--- src/logic/tap_pkg.sv ---
// shared TAP definitions, imported by the RTL stages and the testbench model
`default_nettype none

package tap_pkg;

    // number of LEDs on the board
    // the state code is shown inverted since the LEDs are active low
    localparam int LED_WIDTH = 6;

    // the sixteen states of the IEEE 1149.1 TAP controller
    // codes follow the board's LED numbering
    typedef enum logic [3:0] {
        // reset and idle
        TEST_LOGIC_RESET = 4'd0,
        RUN_TEST_IDLE    = 4'd1,
        // data register column
        SELECT_DR_SCAN   = 4'd2,
        CAPTURE_DR       = 4'd3,
        SHIFT_DR         = 4'd4,
        EXIT1_DR         = 4'd5,
        PAUSE_DR         = 4'd6,
        EXIT2_DR         = 4'd7,
        UPDATE_DR        = 4'd8,
        // instruction register column
        SELECT_IR_SCAN   = 4'd9,
        CAPTURE_IR       = 4'd10,
        SHIFT_IR         = 4'd11,
        EXIT1_IR         = 4'd12,
        PAUSE_IR         = 4'd13,
        EXIT2_IR         = 4'd14,
        UPDATE_IR        = 4'd15
    } tap_state_e;

    // five high TMS bits reach TEST_LOGIC_RESET from any state
    // the testbench relies on this when it forces a reset

endpackage : tap_pkg

`default_nettype wire

--- src/logic/tap_ctrl_if.sv ---
// decoded TAP state and instruction register strobes, passed from decode to execute and result
`default_nettype none
`timescale 1ns/1ps

interface tap_ctrl_if
    import tap_pkg::*;
();

    // current TAP state as held by the decode stage
    tap_state_e state;

    // high for the whole TEST_LOGIC_RESET state
    logic ir_reset;

    // high on a SHIFT_IR cycle where TMS is low
    // this is the cycle where the register really moves
    logic ir_shift;

    // high for the whole UPDATE_IR state
    logic ir_update;

    // high for the whole SHIFT_IR state, whatever TMS does
    logic in_shift_ir;

    // decode owns every signal
    modport decode (
        output state,
        output ir_reset,
        output ir_shift,
        output ir_update,
        output in_shift_ir
    );

    // execute only needs the instruction register strobes
    modport execute (
        input ir_reset,
        input ir_shift,
        input ir_update
    );

    // result needs the state for the LEDs and the TDO gate
    modport result (
        input state,
        input in_shift_ir
    );

endinterface : tap_ctrl_if

`default_nettype wire

--- src/logic/tap_state_decode.sv ---
// TAP controller state register and next-state table, steered by jtag_tms on rising jtag_clk
`default_nettype none
`timescale 1ns/1ps

module tap_state_decode
    import tap_pkg::*;
(
    input  wire         jtag_clk,
    input  wire         sys_rst_n,
    input  wire         jtag_tms,
    tap_ctrl_if.decode  ctrl
);

    // current and next state
    tap_state_e state_q;
    tap_state_e state_d;

    // next-state table of the standard TAP controller
    // each state has exactly two successors selected by TMS
    always_comb
    begin
        case (state_q)
            // stays in reset while TMS is high
            TEST_LOGIC_RESET:
                state_d = jtag_tms ? TEST_LOGIC_RESET : RUN_TEST_IDLE;
            RUN_TEST_IDLE:
                state_d = jtag_tms ? SELECT_DR_SCAN : RUN_TEST_IDLE;

            // data register column
            SELECT_DR_SCAN:
                state_d = jtag_tms ? SELECT_IR_SCAN : CAPTURE_DR;
            CAPTURE_DR:
                state_d = jtag_tms ? EXIT1_DR : SHIFT_DR;
            SHIFT_DR:
                state_d = jtag_tms ? EXIT1_DR : SHIFT_DR;
            EXIT1_DR:
                state_d = jtag_tms ? UPDATE_DR : PAUSE_DR;
            PAUSE_DR:
                state_d = jtag_tms ? EXIT2_DR : PAUSE_DR;
            EXIT2_DR:
                state_d = jtag_tms ? UPDATE_DR : SHIFT_DR;
            UPDATE_DR:
                state_d = jtag_tms ? SELECT_DR_SCAN : RUN_TEST_IDLE;

            // instruction register column
            // high TMS in SELECT_IR_SCAN wraps back to reset
            SELECT_IR_SCAN:
                state_d = jtag_tms ? TEST_LOGIC_RESET : CAPTURE_IR;
            // capture loads nothing into the instruction register here
            CAPTURE_IR:
                state_d = jtag_tms ? EXIT1_IR : SHIFT_IR;
            SHIFT_IR:
                state_d = jtag_tms ? EXIT1_IR : SHIFT_IR;
            EXIT1_IR:
                state_d = jtag_tms ? UPDATE_IR : PAUSE_IR;
            PAUSE_IR:
                state_d = jtag_tms ? EXIT2_IR : PAUSE_IR;
            EXIT2_IR:
                state_d = jtag_tms ? UPDATE_IR : SHIFT_IR;
            UPDATE_IR:
                state_d = jtag_tms ? SELECT_DR_SCAN : RUN_TEST_IDLE;

            // unreachable with a 4-bit enum of sixteen codes
            default:
                state_d = TEST_LOGIC_RESET;
        endcase
    end

    // state register
    // one rising edge from the sampled TMS to the new state
    always_ff @(posedge jtag_clk)
    begin
        if (!sys_rst_n)
        begin
            state_q <= TEST_LOGIC_RESET;
        end
        else
        begin
            state_q <= state_d;
        end
    end

    // all state decoding for the other stages lives here
    assign ctrl.state       = state_q;

    // clear request for the instruction register
    assign ctrl.ir_reset    = (state_q == TEST_LOGIC_RESET);

    // shift happens on SHIFT_IR edges that stay in SHIFT_IR
    // a high TMS leaves for EXIT1_IR without shifting
    assign ctrl.ir_shift    = (state_q == SHIFT_IR) && !jtag_tms;

    // parallel latch of the shifted word
    assign ctrl.ir_update   = (state_q == UPDATE_IR);

    // TDO gate for the result stage
    assign ctrl.in_shift_ir = (state_q == SHIFT_IR);

endmodule : tap_state_decode

`default_nettype wire

--- src/logic/ir_shift_execute.sv ---
// instruction shift register with shifted-out bit and UPDATE_IR latch, driven by the decode strobes
`default_nettype none
`timescale 1ns/1ps

module ir_shift_execute #(
    parameter int IR_WIDTH = 32
) (
    input  wire                 jtag_clk,
    input  wire                 sys_rst_n,
    input  wire                 jtag_tdi,
    tap_ctrl_if.execute         ctrl,
    output logic                shift_out,
    output logic [IR_WIDTH-1:0] ir_value
);

    // shift chain between TDI and TDO
    logic [IR_WIDTH-1:0] ir_shift_q;
    // chain value after one shift
    logic [IR_WIDTH-1:0] ir_shift_d;
    // bit 0 as it was before the last shift
    logic                shift_out_q;
    // parallel instruction value
    logic [IR_WIDTH-1:0] ir_value_q;

    // shift right and put TDI in at the top
    // written as shift then overwrite so a 1-bit register works too
    always_comb
    begin
        ir_shift_d = ir_shift_q >> 1;
        ir_shift_d[IR_WIDTH-1] = jtag_tdi;
    end

    always_ff @(posedge jtag_clk)
    begin
        if (!sys_rst_n)
        begin
            ir_shift_q  <= '0;
            ir_value_q  <= '0;
            shift_out_q <= 1'b0;
        end
        // TEST_LOGIC_RESET wins over shift and update
        else if (ctrl.ir_reset)
        begin
            ir_shift_q <= '0;
            ir_value_q <= '0;
        end
        else
        begin
            // keep the outgoing bit for the falling-edge TDO register
            if (ctrl.ir_shift)
            begin
                shift_out_q <= ir_shift_q[0];
                ir_shift_q  <= ir_shift_d;
            end
            // shift and update never share a state
            if (ctrl.ir_update)
            begin
                ir_value_q <= ir_shift_q;
            end
        end
    end

    assign shift_out = shift_out_q;
    assign ir_value  = ir_value_q;

endmodule : ir_shift_execute

`default_nettype wire

--- src/logic/tap_result.sv ---
// active-low LED state display and falling-edge jtag_tdo register
`default_nettype none
`timescale 1ns/1ps

module tap_result
    import tap_pkg::*;
(
    input  wire                  jtag_clk,
    input  wire                  sys_rst_n,
    input  wire                  shift_out,
    tap_ctrl_if.result           ctrl,
    output logic [LED_WIDTH-1:0] led,
    output logic                 jtag_tdo
);

    // state code widened to the LED count
    logic [LED_WIDTH-1:0] state_code;
    // TDO holding register on the falling edge
    logic                 tdo_q;
    // value TDO takes at the next falling edge
    logic                 tdo_d;

    // zero-extend the 4-bit code
    assign state_code = LED_WIDTH'(ctrl.state);

    // LEDs light on a low pin
    // so a set code bit must drive the pin low
    // reset state code 0 leaves all LEDs dark
    assign led = ~state_code;

    // only SHIFT_IR puts data on TDO
    // the other states hold the line low
    always_comb
    begin
        if (ctrl.in_shift_ir)
        begin
            tdo_d = shift_out;
        end
        else
        begin
            tdo_d = 1'b0;
        end
    end

    // TDI and TMS are sampled on the rising edge
    // TDO must change on the falling edge
    // so it is stable when the host samples it
    always_ff @(negedge jtag_clk)
    begin
        if (!sys_rst_n)
        begin
            tdo_q <= 1'b0;
        end
        else
        begin
            tdo_q <= tdo_d;
        end
    end

    assign jtag_tdo = tdo_q;

endmodule : tap_result

`default_nettype wire

--- src/logic/tap_monitor_top.sv ---
// JTAG TAP monitor top level with board pins, wiring decode, execute and result stages
`default_nettype none
`timescale 1ns/1ps

module tap_monitor_top
    import tap_pkg::*;
#(
    parameter int IR_WIDTH = 32
) (
    input  wire                  jtag_clk,
    input  wire                  sys_rst_n,
    input  wire                  jtag_tms,
    input  wire                  jtag_tdi,
    output logic                 jtag_tdo,
    output logic [LED_WIDTH-1:0] led,
    output logic [IR_WIDTH-1:0]  ir_value
);

    // state and strobes from decode to the other stages
    tap_ctrl_if ctrl_if ();

    // bit leaving the instruction register, headed for TDO
    logic shift_out;

    // decode
    // the TAP state machine
    tap_state_decode tap_state_decode_i (
        .jtag_clk  (jtag_clk),
        .sys_rst_n (sys_rst_n),
        .jtag_tms  (jtag_tms),
        .ctrl      (ctrl_if.decode)
    );

    // execute
    // instruction register, width set from here
    ir_shift_execute #(
        .IR_WIDTH (IR_WIDTH)
    ) ir_shift_execute_i (
        .jtag_clk  (jtag_clk),
        .sys_rst_n (sys_rst_n),
        .jtag_tdi  (jtag_tdi),
        .ctrl      (ctrl_if.execute),
        .shift_out (shift_out),
        .ir_value  (ir_value)
    );

    // result
    // LEDs and TDO
    tap_result tap_result_i (
        .jtag_clk  (jtag_clk),
        .sys_rst_n (sys_rst_n),
        .shift_out (shift_out),
        .ctrl      (ctrl_if.result),
        .led       (led),
        .jtag_tdo  (jtag_tdo)
    );

endmodule : tap_monitor_top

`default_nettype wire

--- config.mk ---
export PLATFORM = sky130hd
export DESIGN_NAME = tap_monitor_top
export DESIGN_NICKNAME = d
export VERILOG_FILES = /design/src/logic/tap_pkg.sv /design/src/logic/tap_ctrl_if.sv /design/src/logic/tap_state_decode.sv /design/src/logic/ir_shift_execute.sv /design/src/logic/tap_result.sv /design/src/logic/tap_monitor_top.sv
export SDC_FILE = /design/constraint.sdc
export NUM_CORES = 1
export LEC_CHECK = 0
export BUFFER_PORTS_ARGS = -buffer_cell sky130_fd_sc_hd__buf_2
export CAP_MARGIN = 20
export CORE_MARGIN = 8
export CORE_UTILIZATION = 25
export CTS_BUF_LIST = sky130_fd_sc_hd__clkbuf_4
export DETAILED_ROUTE_END_ITERATION = 10
export GPL_TIMING_DRIVEN = 0
export HOLD_SLACK_MARGIN = 0.12
export PLACE_DENSITY = 0.45
export SYNTH_ARGS = -nofsm -noshare
export SYNTH_HDL_FRONTEND = slang
export SYNTH_SLANG_ARGS = --single-unit
--- constraint.sdc ---
create_clock -name jtag_clk -period 2.87 [get_ports jtag_clk]
set_input_delay 0.574 -clock jtag_clk [delete_from_list [all_inputs] [get_ports jtag_clk]]
set_output_delay 0.574 -clock jtag_clk [all_outputs]
set_load 0.02 [all_outputs]
==> metrics.txt <==
status=finished, final reports clean; Tot GR Track Use=8.94%; CTS tree=built; final max-slew violation count=0; Clk pwr share=35.3%; I/O Buffers=40; die height=around 120 µm; Reg area=1400 µm²; Net Sw Frac=25.5%; Synth Register Bits=70; r2r setup slk=about 0.54 ns; Fill cells=1,218; Detailed Routing Iterations Pass 1=5; die area=~15,000 µm²; max cap viols=0; Gate power share=7.9%; non-filler cells, final=between 400 and 500; Post-synth EDFFs=0; cell area power density=approximately 530 nW/µm²; vias in the first global route=2,135; final worst slack=0.0195 ns; Leakage=roughly 0.0014 µW; Post-Place Setup Slack=-0.483 ns; worst-case clock buffer depth=2; clk_lat worst skew=0.42 ns; Max VDD drop=0.000202 V; crit path max fanout=1; top cell type's share of synthesized area=51.4%; hold endpoint=ir_shift_execute_i.ir_shift_q[31]$_SDFFE_PP0P_; Final Skew=0.0311 ns; worst reg2reg path startpoint=tap_state_decode_i.ctrl.state[3]$_SDFF_PN0_; layout cells sized above 1=21.6%; Min Hold Slack=0.444 ns; routed vias/inst=4.31; Slew HR=between 60% and 70%; reg2reg path depth=2; cts hold-fix bufs=0; FP Rows=38; Post-Route WL=around 6200 µm; RSZ-0062 raised after global routing=yes; Netlist cell types=32; Worst path top cell family by delay=flip-flops; asr flop ratio synth=0%; Syn-to-layout area delta=18.8%; Congestion Overflow GR=0; num ports=43; Clock Pin Slew Worst Setup and Hold Paths=0.10 ns; crit path kind=flop to output pin; NumNets Final=roughly 360; worst slew pin tran=0.557 ns; Post-DRT Antenna Nets=0; die width=~120 µm; CP max stage cell=dfxtp_2; yosys warns=0; CTS buffer count=9; Worst setup SP type=flop; ANT cells=0; pin count of the biggest net entering global routing=13; WL per Instance=between 10 and 15 µm; Worst Setup End Kind=output pin; post-synthesis sequential area ratio=51.4%; initial antenna violation count=0; Crit path required time=approximately 2.3 ns; DRC=0; Tot Pwr=1720 µW; Mapped Avg Cell Area=9.04 µm²; # clock sinks=70; worst r2r dst=tap_result_i.jtag_tdo$_SDFF_NN0_; Iter 0 DRT Violations=53; Final Hold Viols=0; root buf cell=clkbuf_4; ys flop type=dfxtp_1; total number of vias=2,141; post-synth top area cell=dfxtp_1; hold path depth=3; post-CTS setup buffers=0; first-pass GRT wire length=10,400 µm; worst path bufs/invs=1; Starting Density=25.4%; class of the worst hold path=input port to flop; placed insts=483; area occupied by multi-input gates=around 1100 µm²; GPL Wtd Cong=0.684; Syn Inst Count=approximately 300; max incr delay on CP=0.30 ns; Critical Path AT=2.28 ns; Seq pwr share=56.8%; critical path, cell by cell=buf_6; leading post-synthesis cells by cell area=dfxtp_1, mux2i_1, nand2_1; final setup vio count=0; net switching power=440 µW; internal power=1280 µW; Mapped Area=about 2700 µm²; hold path start=jtag_tdi; Post-DP HPWL=4490 µm; H-tree levels=3; core area=10,700 µm²
[through the flow]
stage | util (%) | setup TNS [ns] | instance area, µm²
after floorplan | - | 0 | 2730
after global placement | 28.9 | -0.438 | 3110
after detailed placement | 28.9 | -0.483 | 3110
after CTS | 30.2 | -0.0101 | 3240
after global routing | 30.2 | -0.0415 | 3240
final | 30.2 | 0 | 3240
[sequential cells by signal, summed over array words and instances, names as in the netlist]
| register | count |
|---|---|
| ir_shift_execute_i.ir_shift_q | 32 |
| tap_result_i.jtag_tdo | 1 |
| tap_state_decode_i.ctrl.state | 4 |
| ir_shift_execute_i.shift_out | 1 |
| ir_shift_execute_i.ir_value | 32 |
[layout by cell type (no fill, tap or decap), types with 2 or more instances in the layout]
cell / n
a21oi_1: 35
nor3_1: 3
clkinv_4: 2
clkbuf_1: 6
buf_4: 5
o21ai_0: 2
nand3_1: 34
mux2i_1: 33
o211ai_1: 2
clkbuf_4: 9
nand2_1: 67
conb_1: 2
dfxtp_1: 69
buf_1: 3
inv_1: 6
or4_1: 2
nor3b_1: 2
nor2b_1: 2
buf_2: 47
buf_6: 7
[per-layer routing]
metal	vias up	GRT usage [%]	part of all wire, %
li1	1134	-	-
met2	38	13.3	44
met5	-	0	0
met3	4	4.10	6.2
met1	965	11.1	49
met4	0	3.04	0.86
[cells by family after synthesis]
family | share of synthesized area [%]
simple gates | 19.0
flops | 51.4
compound gates | 9.58
buf+inv | 7.52
mux | 12.1
xor+xnor | 0.321
other cells | 0.137
[cell usage after synthesis, types with 2 or more instances]
library cell  count
nor3b_1           2
buf_2             8
inv_1             6
nand3_1          34
o21ai_0           2
dfxtp_1          70
nand2_1          67
nor2b_1           2
nor3_1            3
clkbuf_1          7
buf_4             5
or4_1             2
a21oi_1          35
buf_1             3
mux2i_1          33
o211ai_1          2
buf_6             6
[worst max path at each step]
stage,start,to,depth (start not counted),slack (ns)
detailed placement,sys_rst_n,tap_result_i.jtag_tdo$_SDFF_NN0_,5,-0.48
global placement,sys_rst_n,tap_result_i.jtag_tdo$_SDFF_NN0_,5,-0.44
finish,tap_result_i.jtag_tdo$_SDFF_NN0_,jtag_tdo,1,0.02
CTS,tap_result_i.jtag_tdo$_SDFF_NN0_,jtag_tdo,1,-0.01
global route,tap_result_i.jtag_tdo$_SDFF_NN0_,jtag_tdo,1,-0.04
floorplan,sys_rst_n,tap_result_i.jtag_tdo$_SDFF_NN0_,4,0.04
[layout make-up]
cell class	instances	area share (%)
flip-flops and latches	70	43.2
multi-input cells	198	34.7
repair buffers	40	6.37
plain buffers	28	5.52
well taps	140	5.40
clock buffers	9	2.08
clock inverters	7	2.08
inverters	5	0.579
[timing repair]
item,CTS,global route
endpoints found under the hold margin,0,0
endpoints found under the setup margin,2,1
gates resized for setup,3,0
[power groups by stage]
stage / registers (µW) / clock network (µW) / logic [µW]
finish: 980 / 608 / 136
global route: 981 / 693 / 153
CTS: 980 / 648 / 139
detailed placement: 1000 / 4.36 / 139
global placement: 1000 / 4.36 / 138
floorplan: 1000 / 4.36 / 104
No activity file was read; power rests on OpenSTA's default activity.
